**config.mk**
```make
export PLATFORM = sky130hd
export DESIGN_NAME = mem_subsystem_top
export DESIGN_NICKNAME = d
export VERILOG_FILES = /design/src/design/mips_mem_pkg.sv /design/src/design/pipe_if.sv /design/src/design/data_mem_controller.sv /design/src/design/data_memory.sv /design/src/design/ex_mem_reg.sv /design/src/design/mem_stage.sv /design/src/design/mem_subsystem_top.sv /design/src/design/mem_wb_stage.sv
export SDC_FILE = /design/constraint.sdc
export NUM_CORES = 2
export LEC_CHECK = 0
export BUFFER_PORTS_ARGS = -buffer_cell sky130_fd_sc_hd__buf_2
export CAP_MARGIN = 30
export CORE_ASPECT_RATIO = 1.4
export CORE_MARGIN = 10
export CORE_UTILIZATION = 35
export CTS_BUF_LIST = sky130_fd_sc_hd__clkbuf_16
export DETAILED_ROUTE_END_ITERATION = 6
export PLACE_DENSITY = 0.47
export SETUP_SLACK_MARGIN = 0.1
export SYNTH_ARGS = -nofsm -noshare
export SYNTH_HDL_FRONTEND = slang
export SYNTH_SLANG_ARGS = --single-unit
```
**constraint.sdc**
```tcl
create_clock -name i_clock -period 4.4 [get_ports i_clock]
set_clock_uncertainty 0.1 [all_clocks]
set_input_delay 0.88 -clock i_clock [delete_from_list [all_inputs] [get_ports i_clock]]
set_output_delay 0.88 -clock i_clock [all_outputs]
set_load 0.01 [all_outputs]
```
**src/design/mips_mem_pkg.sv**
```systemverilog
`default_nettype none

package mips_mem_pkg;

    // Access size of a load or store, lanes always taken from the low end
    typedef enum logic [1:0] {
        WORD = 2'b00,                       // Full 32-bit word
        HALF = 2'b01,                       // Low halfword
        BYTE = 2'b10                        // Low byte
    } mem_size_e;

    // Source of the value written back to the register bank
    typedef enum logic [1:0] {
        ALU  = 2'b00,                       // R-type and immediate results
        MEM  = 2'b01,                       // Loads
        LINK = 2'b10                        // Return address for JAL/JALR
    } wb_src_e;

    // Default widths, overridden only from the top level
    localparam int NB_DATA_DEF    = 32;     // Data word
    localparam int NB_ADDR_DEF    = 32;     // ALU result
    localparam int NB_PC_DEF      = 32;     // Program counter
    localparam int NB_DM_ADDR_DEF = 5;      // 32-word data memory
    localparam int NB_REG_DEF     = 5;      // Register index

endpackage

`default_nettype wire

```
**src/design/pipe_if.sv**
```systemverilog
`timescale 1ns/1ps
`default_nettype none

// EX/MEM bundle, driven by the pipeline register and read by the MEM stage
interface ex_mem_if #(
    parameter int NB_DATA = mips_mem_pkg::NB_DATA_DEF,
    parameter int NB_ADDR = mips_mem_pkg::NB_ADDR_DEF,
    parameter int NB_PC   = mips_mem_pkg::NB_PC_DEF,
    parameter int NB_REG  = mips_mem_pkg::NB_REG_DEF
) ();
    import mips_mem_pkg::*;

    logic               reg_write;          // WB stage flag
    logic               mem_read;
    logic               mem_write;
    logic               signed_ld;          // Sign-extend loads
    mem_size_e          size;
    logic               branch;
    logic               zero;               // ALU zero flag
    logic [NB_PC-1:0]   branch_addr;
    logic [NB_ADDR-1:0] alu_result;         // Data memory address or result
    logic [NB_DATA-1:0] write_data;         // Store data, operand B in EX
    logic [NB_REG-1:0]  selected_reg;       // rd or rt
    wb_src_e            wb_src;
    logic [NB_PC-1:0]   pc;
    logic               hlt;

    modport src (output reg_write, mem_read, mem_write, signed_ld, size, branch, zero,
                        branch_addr, alu_result, write_data, selected_reg, wb_src, pc, hlt);
    modport dst (input  reg_write, mem_read, mem_write, signed_ld, size, branch, zero,
                        branch_addr, alu_result, write_data, selected_reg, wb_src, pc, hlt);
endinterface

// MEM/WB bundle, driven by the MEM stage and read by the writeback register
interface mem_wb_if #(
    parameter int NB_DATA = mips_mem_pkg::NB_DATA_DEF,
    parameter int NB_ADDR = mips_mem_pkg::NB_ADDR_DEF,
    parameter int NB_PC   = mips_mem_pkg::NB_PC_DEF,
    parameter int NB_REG  = mips_mem_pkg::NB_REG_DEF
) ();
    import mips_mem_pkg::*;

    logic [NB_DATA-1:0] load_data;          // Extended load result
    logic [NB_ADDR-1:0] alu_result;
    logic [NB_REG-1:0]  selected_reg;
    logic               reg_write;
    wb_src_e            wb_src;
    logic [NB_PC-1:0]   pc;
    logic               hlt;

    modport src (output load_data, alu_result, selected_reg, reg_write, wb_src, pc, hlt);
    modport dst (input  load_data, alu_result, selected_reg, reg_write, wb_src, pc, hlt);
endinterface

`default_nettype wire
```
**src/design/data_mem_controller.sv**
```systemverilog
`timescale 1ns/1ps
`default_nettype none

module data_mem_controller #(
    parameter int NB_DATA = mips_mem_pkg::NB_DATA_DEF
) (
    input  logic                    i_signed,       // Sign-extend loads
    input  mips_mem_pkg::mem_size_e i_size,
    input  logic                    i_mem_write,
    input  logic                    i_mem_read,
    input  logic [NB_DATA-1:0]      i_write_data,   // From the datapath
    input  logic [NB_DATA-1:0]      i_read_data,    // Current word in memory
    output logic [NB_DATA-1:0]      o_write_data,   // Merged word to memory
    output logic [NB_DATA-1:0]      o_read_data     // Extended word to writeback
);
    import mips_mem_pkg::*;

    localparam int NB_BYTE = 8;
    localparam int NB_HALF = 16;

    logic byte_sign;
    logic half_sign;

    assign byte_sign = i_signed & i_read_data[NB_BYTE-1];
    assign half_sign = i_signed & i_read_data[NB_HALF-1];

    // Store path, the upper lanes keep the old contents
    always_comb begin
        o_write_data = '0;
        if (i_mem_write) begin
            case (i_size)
                BYTE: begin
                    o_write_data = {i_read_data[NB_DATA-1:NB_BYTE],
                                    i_write_data[NB_BYTE-1:0]};
                end
                HALF: begin
                    o_write_data = {i_read_data[NB_DATA-1:NB_HALF],
                                    i_write_data[NB_HALF-1:0]};
                end
                default: begin
                    o_write_data = i_write_data;    // WORD
                end
            endcase
        end
    end

    // Load path
    always_comb begin
        o_read_data = '0;
        if (i_mem_read) begin
            case (i_size)
                BYTE: begin
                    o_read_data = {{(NB_DATA-NB_BYTE){byte_sign}},
                                   i_read_data[NB_BYTE-1:0]};
                end
                HALF: begin
                    o_read_data = {{(NB_DATA-NB_HALF){half_sign}},
                                   i_read_data[NB_HALF-1:0]};
                end
                default: begin
                    o_read_data = i_read_data;
                end
            endcase
        end
    end

endmodule

`default_nettype wire

```
**src/design/data_memory.sv**
```systemverilog
`timescale 1ns/1ps
`default_nettype none

module data_memory #(
    parameter int NB_DATA    = mips_mem_pkg::NB_DATA_DEF,
    parameter int NB_DM_ADDR = mips_mem_pkg::NB_DM_ADDR_DEF
) (
    input  logic                  i_clock,
    input  logic                  i_rst_n,
    input  logic                  i_enable,         // Global enable from debug unit
    input  logic                  i_mem_write,
    input  logic                  i_mem_read,
    input  logic [NB_DM_ADDR-1:0] i_address,        // Word address
    input  logic [NB_DATA-1:0]    i_write_data,
    output logic [NB_DATA-1:0]    o_read_data
);

    localparam int N_WORDS = 2 ** NB_DM_ADDR;

    logic [NB_DATA-1:0] mem [N_WORDS];

    always_ff @(posedge i_clock or negedge i_rst_n) begin
        if (!i_rst_n) begin
            for (int i = 0; i < N_WORDS; i++) begin
                mem[i] <= '0;
            end
        end else if (i_enable && i_mem_write) begin
            mem[i_address] <= i_write_data;
        end
    end

    // Asynchronous read
    always_comb begin
        if (i_enable && i_mem_read) begin
            o_read_data = mem[i_address];
        end else begin
            o_read_data = '0;
        end
    end

endmodule

`default_nettype wire

```
**src/design/ex_mem_reg.sv**
```systemverilog
`timescale 1ns/1ps
`default_nettype none

module ex_mem_reg #(
    parameter int NB_DATA = mips_mem_pkg::NB_DATA_DEF,
    parameter int NB_ADDR = mips_mem_pkg::NB_ADDR_DEF,
    parameter int NB_PC   = mips_mem_pkg::NB_PC_DEF,
    parameter int NB_REG  = mips_mem_pkg::NB_REG_DEF
) (
    input  logic                    i_clock,
    input  logic                    i_rst_n,
    input  logic                    i_reg_write,
    input  logic                    i_mem_to_reg,
    input  logic                    i_mem_read,
    input  logic                    i_mem_write,
    input  logic                    i_signed,
    input  mips_mem_pkg::mem_size_e i_size,
    input  logic                    i_branch,
    input  logic                    i_zero,
    input  logic [NB_PC-1:0]        i_branch_addr,
    input  logic [NB_ADDR-1:0]      i_alu_result,
    input  logic [NB_DATA-1:0]      i_write_data,
    input  logic [NB_REG-1:0]       i_selected_reg,
    input  logic                    i_r31_ctrl,     // Link to r31
    input  logic [NB_PC-1:0]        i_pc,
    input  logic                    i_hlt,
    ex_mem_if.src                   o_ex_mem
);
    import mips_mem_pkg::*;

    wb_src_e wb_src_next;

    // Link wins over a load, a load over the ALU result
    always_comb begin
        if (i_r31_ctrl) begin
            wb_src_next = LINK;
        end else if (i_mem_to_reg) begin
            wb_src_next = MEM;
        end else begin
            wb_src_next = ALU;
        end
    end

    always_ff @(posedge i_clock or negedge i_rst_n) begin
        if (!i_rst_n) begin
            o_ex_mem.reg_write <= 1'b0;
            o_ex_mem.mem_read  <= 1'b0;
            o_ex_mem.mem_write <= 1'b0;
            o_ex_mem.branch    <= 1'b0;
            o_ex_mem.hlt       <= 1'b0;
        end else begin
            o_ex_mem.reg_write <= i_reg_write;
            o_ex_mem.mem_read  <= i_mem_read;
            o_ex_mem.mem_write <= i_mem_write;
            o_ex_mem.branch    <= i_branch;
            o_ex_mem.hlt       <= i_hlt;
        end
    end

    always_ff @(posedge i_clock) begin
        o_ex_mem.signed_ld    <= i_signed;
        o_ex_mem.size         <= i_size;
        o_ex_mem.zero         <= i_zero;
        o_ex_mem.branch_addr  <= i_branch_addr;
        o_ex_mem.alu_result   <= i_alu_result;
        o_ex_mem.write_data   <= i_write_data;
        o_ex_mem.selected_reg <= i_selected_reg;
        o_ex_mem.wb_src       <= wb_src_next;
        o_ex_mem.pc           <= i_pc;
    end

endmodule

`default_nettype wire

```
**src/design/mem_stage.sv**
```systemverilog
`timescale 1ns/1ps
`default_nettype none

module mem_stage #(
    parameter int NB_DATA    = mips_mem_pkg::NB_DATA_DEF,
    parameter int NB_PC      = mips_mem_pkg::NB_PC_DEF,
    parameter int NB_DM_ADDR = mips_mem_pkg::NB_DM_ADDR_DEF
) (
    input  logic                  i_clock,
    input  logic                  i_rst_n,
    ex_mem_if.dst                 i_ex_mem,
    input  logic                  i_du_flag,            // Debug unit owns the port
    input  logic                  i_dm_enable,
    input  logic                  i_dm_read_enable,
    input  logic [NB_DM_ADDR-1:0] i_dm_read_address,
    mem_wb_if.src                 o_mem_wb,
    output logic                  o_branch_taken,       // To fetch PC mux
    output logic [NB_PC-1:0]      o_branch_addr,
    output logic [NB_DATA-1:0]    o_dm_read_data        // Raw word to debug unit
);

    logic [NB_DM_ADDR-1:0] address;
    logic                  mem_read;
    logic                  mem_write;
    logic [NB_DATA-1:0]    write_data;
    logic [NB_DATA-1:0]    read_data;
    logic [NB_DATA-1:0]    load_data;

    // Port owner select
    always_comb begin
        if (i_du_flag) begin
            mem_read  = i_dm_read_enable;
            mem_write = 1'b0;                           // Datapath stores dropped
            address   = i_dm_read_address;
        end else begin
            mem_read  = i_ex_mem.mem_read;
            mem_write = i_ex_mem.mem_write;
            address   = i_ex_mem.alu_result[NB_DM_ADDR-1:0];
        end
    end

    data_mem_controller #(
        .NB_DATA      (NB_DATA)
    ) data_mem_controller_i (
        .i_signed     (i_ex_mem.signed_ld),
        .i_size       (i_ex_mem.size),
        .i_mem_write  (mem_write),
        .i_mem_read   (mem_read),
        .i_write_data (i_ex_mem.write_data),
        .i_read_data  (read_data),
        .o_write_data (write_data),
        .o_read_data  (load_data)
    );

    // A store also reads, the old word feeds the lane merge
    data_memory #(
        .NB_DATA      (NB_DATA),
        .NB_DM_ADDR   (NB_DM_ADDR)
    ) data_memory_i (
        .i_clock      (i_clock),
        .i_rst_n      (i_rst_n),
        .i_enable     (i_dm_enable),
        .i_mem_write  (mem_write),
        .i_mem_read   (mem_read | mem_write),
        .i_address    (address),
        .i_write_data (write_data),
        .o_read_data  (read_data)
    );

    assign o_branch_taken = i_ex_mem.branch & i_ex_mem.zero;
    assign o_branch_addr  = i_ex_mem.branch_addr;
    assign o_dm_read_data = read_data;

    // Toward writeback
    assign o_mem_wb.load_data    = load_data;
    assign o_mem_wb.alu_result   = i_ex_mem.alu_result;
    assign o_mem_wb.selected_reg = i_ex_mem.selected_reg;
    assign o_mem_wb.reg_write    = i_ex_mem.reg_write;
    assign o_mem_wb.wb_src       = i_ex_mem.wb_src;
    assign o_mem_wb.pc           = i_ex_mem.pc;
    assign o_mem_wb.hlt          = i_ex_mem.hlt;

endmodule

`default_nettype wire

```
**src/design/mem_subsystem_top.sv**
```systemverilog
`timescale 1ns/1ps
`default_nettype none

module mem_subsystem_top #(
    parameter int NB_DATA    = mips_mem_pkg::NB_DATA_DEF,
    parameter int NB_ADDR    = mips_mem_pkg::NB_ADDR_DEF,
    parameter int NB_PC      = mips_mem_pkg::NB_PC_DEF,
    parameter int NB_DM_ADDR = mips_mem_pkg::NB_DM_ADDR_DEF,
    parameter int NB_REG     = mips_mem_pkg::NB_REG_DEF
) (
    input  logic                    i_clock,
    input  logic                    i_rst_n,
    // Execute side
    input  logic                    i_reg_write,
    input  logic                    i_mem_to_reg,
    input  logic                    i_mem_read,
    input  logic                    i_mem_write,
    input  logic                    i_signed,
    input  mips_mem_pkg::mem_size_e i_size,
    input  logic                    i_branch,
    input  logic                    i_zero,
    input  logic [NB_PC-1:0]        i_branch_addr,
    input  logic [NB_ADDR-1:0]      i_alu_result,
    input  logic [NB_DATA-1:0]      i_write_data,
    input  logic [NB_REG-1:0]       i_selected_reg,
    input  logic                    i_r31_ctrl,
    input  logic [NB_PC-1:0]        i_pc,
    input  logic                    i_hlt,
    // Debug unit
    input  logic                    i_du_flag,
    input  logic                    i_dm_enable,
    input  logic                    i_dm_read_enable,
    input  logic [NB_DM_ADDR-1:0]   i_dm_read_address,
    output logic [NB_DATA-1:0]      o_dm_read_data,
    // Fetch
    output logic                    o_branch_taken,
    output logic [NB_PC-1:0]        o_branch_addr,
    // Register bank
    output logic [NB_DATA-1:0]      o_wb_data,
    output logic [NB_REG-1:0]       o_wb_reg,
    output logic                    o_wb_en,
    output logic                    o_hlt
);

    ex_mem_if #(
        .NB_DATA (NB_DATA), .NB_ADDR (NB_ADDR), .NB_PC (NB_PC), .NB_REG (NB_REG)
    ) ex_mem_bus ();

    mem_wb_if #(
        .NB_DATA (NB_DATA), .NB_ADDR (NB_ADDR), .NB_PC (NB_PC), .NB_REG (NB_REG)
    ) mem_wb_bus ();

    ex_mem_reg #(
        .NB_DATA (NB_DATA), .NB_ADDR (NB_ADDR), .NB_PC (NB_PC), .NB_REG (NB_REG)
    ) ex_mem_reg_i (
        .i_clock        (i_clock),
        .i_rst_n        (i_rst_n),
        .i_reg_write    (i_reg_write),
        .i_mem_to_reg   (i_mem_to_reg),
        .i_mem_read     (i_mem_read),
        .i_mem_write    (i_mem_write),
        .i_signed       (i_signed),
        .i_size         (i_size),
        .i_branch       (i_branch),
        .i_zero         (i_zero),
        .i_branch_addr  (i_branch_addr),
        .i_alu_result   (i_alu_result),
        .i_write_data   (i_write_data),
        .i_selected_reg (i_selected_reg),
        .i_r31_ctrl     (i_r31_ctrl),
        .i_pc           (i_pc),
        .i_hlt          (i_hlt),
        .o_ex_mem       (ex_mem_bus.src)
    );

    mem_stage #(
        .NB_DATA (NB_DATA), .NB_PC (NB_PC), .NB_DM_ADDR (NB_DM_ADDR)
    ) mem_stage_i (
        .i_clock           (i_clock),
        .i_rst_n           (i_rst_n),
        .i_ex_mem          (ex_mem_bus.dst),
        .i_du_flag         (i_du_flag),
        .i_dm_enable       (i_dm_enable),
        .i_dm_read_enable  (i_dm_read_enable),
        .i_dm_read_address (i_dm_read_address),
        .o_mem_wb          (mem_wb_bus.src),
        .o_branch_taken    (o_branch_taken),
        .o_branch_addr     (o_branch_addr),
        .o_dm_read_data    (o_dm_read_data)
    );

    mem_wb_stage #(
        .NB_DATA (NB_DATA), .NB_ADDR (NB_ADDR), .NB_PC (NB_PC), .NB_REG (NB_REG)
    ) mem_wb_stage_i (
        .i_clock   (i_clock),
        .i_rst_n   (i_rst_n),
        .i_mem_wb  (mem_wb_bus.dst),
        .o_wb_data (o_wb_data),
        .o_wb_reg  (o_wb_reg),
        .o_wb_en   (o_wb_en),
        .o_hlt     (o_hlt)
    );

endmodule

`default_nettype wire

```
**src/design/mem_wb_stage.sv**
```systemverilog
`timescale 1ns/1ps
`default_nettype none

module mem_wb_stage #(
    parameter int NB_DATA = mips_mem_pkg::NB_DATA_DEF,
    parameter int NB_ADDR = mips_mem_pkg::NB_ADDR_DEF,
    parameter int NB_PC   = mips_mem_pkg::NB_PC_DEF,
    parameter int NB_REG  = mips_mem_pkg::NB_REG_DEF
) (
    input  logic               i_clock,
    input  logic               i_rst_n,
    mem_wb_if.dst              i_mem_wb,
    output logic [NB_DATA-1:0] o_wb_data,       // To register bank
    output logic [NB_REG-1:0]  o_wb_reg,
    output logic               o_wb_en,
    output logic               o_hlt            // Program finished
);
    import mips_mem_pkg::*;

    logic               reg_write_q;
    logic               hlt_q;
    logic [NB_DATA-1:0] load_data_q;
    logic [NB_ADDR-1:0] alu_result_q;
    logic [NB_REG-1:0]  selected_reg_q;
    wb_src_e            wb_src_q;
    logic [NB_PC-1:0]   pc_q;

    always_ff @(posedge i_clock or negedge i_rst_n) begin
        if (!i_rst_n) begin
            reg_write_q <= 1'b0;
            hlt_q       <= 1'b0;
        end else begin
            reg_write_q <= i_mem_wb.reg_write;
            hlt_q       <= i_mem_wb.hlt;
        end
    end

    always_ff @(posedge i_clock) begin
        load_data_q    <= i_mem_wb.load_data;
        alu_result_q   <= i_mem_wb.alu_result;
        selected_reg_q <= i_mem_wb.selected_reg;
        wb_src_q       <= i_mem_wb.wb_src;
        pc_q           <= i_mem_wb.pc;
    end

    // Writeback mux
    always_comb begin
        case (wb_src_q)
            MEM: begin
                o_wb_data = load_data_q;
            end
            LINK: begin
                o_wb_data = NB_DATA'(pc_q);     // Return address
            end
            default: begin
                o_wb_data = NB_DATA'(alu_result_q);
            end
        endcase
    end

    assign o_wb_reg = selected_reg_q;
    assign o_wb_en  = reg_write_q;
    assign o_hlt    = hlt_q;

endmodule

`default_nettype wire

```
==> impl_metrics.py <==
metrics = {
    "timing": {
        "worst_pin_slew_ps": 903,
        "rsz0062_at_grt": "true",
        "setup_slack_ps": -108,
        "slew_headroom_pct": 39.8,
        "hold_ws_ps": 73.5,
        "hold_violations": 0,
        "min_period_ps": 4510,
        "tns_ps": -194,
        "fmax_mhz": 222,
        "maxSlewViolCount": 0,
        "post-route-period-util_pct": 102,
        "finalSetupViolCount": 4,
    },
    "route": {
        "first_pass_iters": 5,
        "viasPerCell": 5.20,
        "met3WireLength_mm": 7.76,
        "met1Wirelength_mm": 77.2,
        "wl_met2_mm": 92.9,
        "drt-wirelength-per-cell_um": 25.4,
        "vias": 38100,
        "dr.max_layer_used": "met5",
        "drtAntennaViolNets": 0,
        "wl_mm": 186,
        "drtIter0Drc": 2659,
        "drc": 0,
    },
    "final_layout": {
        "fill_cells": 13900,
        "largest_register_ffs": 1024,
        "area_growth_syn_to_layout_pct": 23.9,
        "drive_gt1_share_pct": 24.8,
        "num-nets-final": 5437,
        "top_register": "mem_stage_i.data_memory_i.mem",
        "fin_area_sq_mm": 0.0637,
        "final_common_cell": "dfrtp_1",
        "mostFrequentLayoutCells": "1031 x dfrtp_1, 686 x nand2_1, 571 x o21ai_0",
    },
    "setup_path": {
        "r2r_end": "mem_stage_i.data_memory_i.mem[971]$_DFFE_PN0P_",
        "cp-start-kind": "input pin",
        "rr_startpoint": "ex_mem_reg_i.o_ex_mem.alu_result[0]$_DFF_P_",
        "cp.required_ps": 3420,
        "crit_type": "in -> out",
        "end_kind": "output pin",
        "worstPathMaxFanout": 12,
        "reg2reg_slack_ps": 900,
        "arrival_ps": 3530,
        "ff2ff_path_depth": 10,
    },
    "place": {
        "placed_cell_area_sq_mm": 0.0578,
        "dp.final_hpwl_mm": 127,
        "gp_congestion": 0.837,
        "portBuffers": 257,
    },
    "clock_network": {
        "cts-buffers-inserted": 134,
        "clock_sinks": 1273,
        "cts_tree": "done",
        "clock-root-buffer": "clkbuf_16",
        "hold_buffers": 0,
        "path_clk_slew_ps": 60,
        "cts_buffer_depth": 3,
        "clk_latency_ps": 790,
        "h-tree-depth": 4,
    },
    "power_and_ir_drop": {
        "peakVddDrop_mv": 0.341,
        "leakagePower_nw": 28.3,
        "powerDensity_mw_per_mm2": 446,
    },
    "hold_path": {
        "min_path_type": "in -> async",
    },
    "die": {
        "start_util_pct": 35.2,
        "io_pins": 258,
        "coreArea_sq_mm": 0.146,
        "dieArea_sq_mm": 0.163,
        "dieWidth_um": 344,
        "die_h_um": 473,
        "rows": 166,
    },
    "logic_synthesis": {
        "synth-seq-cells": 1273,
        "synth_cell_type_count": 61,
        "yosysSeqAreaShare_pct": 59.6,
        "synthesis.nets": 4976,
        "synth-main-ff-cell": "dfrtp_1",
        "synth_edf_count": 0,
        "synthArstFlopShare_pct": 81.0,
        "synthCells": 4818,
        "synth.avg_cell_area_sq_um": 10.7,
        "synth_warnings": 0,
        "syn-cell-area_sq_mm": 0.0514,
    },
    "outcome": {
        "status": "finished with violations",
        "violations": "negative setup slack",
    },
    "global_route": {
        "grt_usage_pct": 22.8,
        "grt_max_degree": 80,
        "grt_pass1_wl_mm": 273,
        "grt.overflow.total": 0,
        "grt_pass1_vias": 39200,
        "antenna_found_initial": 9,
    },
    "flow_run": {
        "maxCapViolCount": 0,
    },
}
cells in the mapped netlist, types with 5 or more instances:
| master | instances | area, sq um |
|---|---|---|
| nor2_1 | 579 | 2170 |
| mux2i_1 | 61 | 611 |
| a32oi_1 | 19 | 166 |
| o221ai_1 | 6 | 52.6 |
| a31oi_1 | 19 | 119 |
| o21ai_0 | 575 | 2880 |
| a21oi_1 | 525 | 2630 |
| nand2_1 | 697 | 2620 |
| buf_2 | 79 | 395 |
| buf_1 | 18 | 67.6 |
| nor3_1 | 7 | 35.0 |
| a21oi_2 | 10 | 87.6 |
| a2111oi_0 | 12 | 105 |
| o2111a_1 | 5 | 56.3 |
| buf_4 | 20 | 150 |
| a22oi_1 | 36 | 270 |
| and2_1 | 31 | 194 |
| nor4b_4 | 7 | 166 |
| buf_6 | 16 | 180 |
| clkbuf_1 | 277 | 1040 |
| mux4_2 | 189 | 4260 |
| nand4_1 | 15 | 93.8 |
| and3_1 | 8 | 50.1 |
| dfxtp_1 | 242 | 4840 |
| mux2_2 | 20 | 225 |
| nand3_1 | 21 | 105 |
| dfrtp_1 | 1031 | 25800 |
| a32o_1 | 17 | 170 |
| a22oi_2 | 14 | 175 |
| a221o_1 | 10 | 100 |
| or3_1 | 9 | 56.3 |
| o22ai_1 | 62 | 388 |
| a211oi_1 | 6 | 45.0 |
| inv_1 | 89 | 334 |
| nor2b_1 | 12 | 75.1 |
| a222oi_1 | 7 | 70.1 |
| a41oi_1 | 11 | 96.3 |
kinds of logic after synthesis:
logic type,share of synthesized area (%)
AOI/OAI and AO/OA,14.7
adders and majority gates,0.0974
buffers and inverters,4.22
DFF,59.6
muxes,9.93
and+or+nand+nor,11.4
stage by stage:
step                      setup WS (ps)  std cells  power [mW]  utilization [%]
after global routing               -185       7314        29.6             43.6
after floorplan                     202       4818        15.4                -
final                              -108       7317        28.4             43.6
after CTS                          -270       7296        28.6             43.3
after detailed placement           -377       7010        17.1             39.6
after global placement             -366       7009        17.1             39.6
where the power goes:
group	switching, mW	total [mW]	internal, mW
logic	2.09	3.82	1.73
registers	0.566	13.3	12.7
clock network	4.94	11.2	6.30
total	7.60	28.4	20.8
critical path, cell delays in order:
cell and delay, ps:
buf_4 160, buf_12 130, mux2_8 420, buf_16 190
mux4_2 290, a222oi_1 800, nor4b_4 430, buf_2 200
final cells by class:
type	count	area [sq um]	share of cell area, %
timing repair buffer	733	6290	9.88
multi-input combinational	3048	19700	30.9
antenna	3	7.51	0.0118
clock buffer	139	3480	5.46
tap	1932	2420	3.80
inverter	89	334	0.525
sequential	1273	30700	48.2
clock inverter	100	827	1.30
worst max path at each step:
stage,from,to,slack [ps],cells past startpoint
floorplan,i_du_flag,o_dm_read_data[1],200,9
global placement,i_du_flag,o_dm_read_data[25],-370,10
detailed placement,i_du_flag,o_dm_read_data[11],-380,7
CTS,i_du_flag,o_dm_read_data[11],-270,8
global route,ex_mem_reg_i.o_ex_mem.alu_result[0]$_DFF_P_,o_dm_read_data[11],-180,6
finish,i_du_flag,o_dm_read_data[11],-110,8
what timing repair did:
item                       in CTS  in global routing
resized for setup             144                 78
buffers inserted               44                 17
cloned                          3                  1
setup endpoints to repair      32                 32
pin swaps                      28                 34
layer usage:
metal / vias up / track usage [%]
li1: 17600 / -
met5: - / 0
met2: 944 / 39.1
met3: 283 / 3.11
met1: 19200 / 29.1
met4: 4 / 8.33
(Power assumes the default switching activity.)
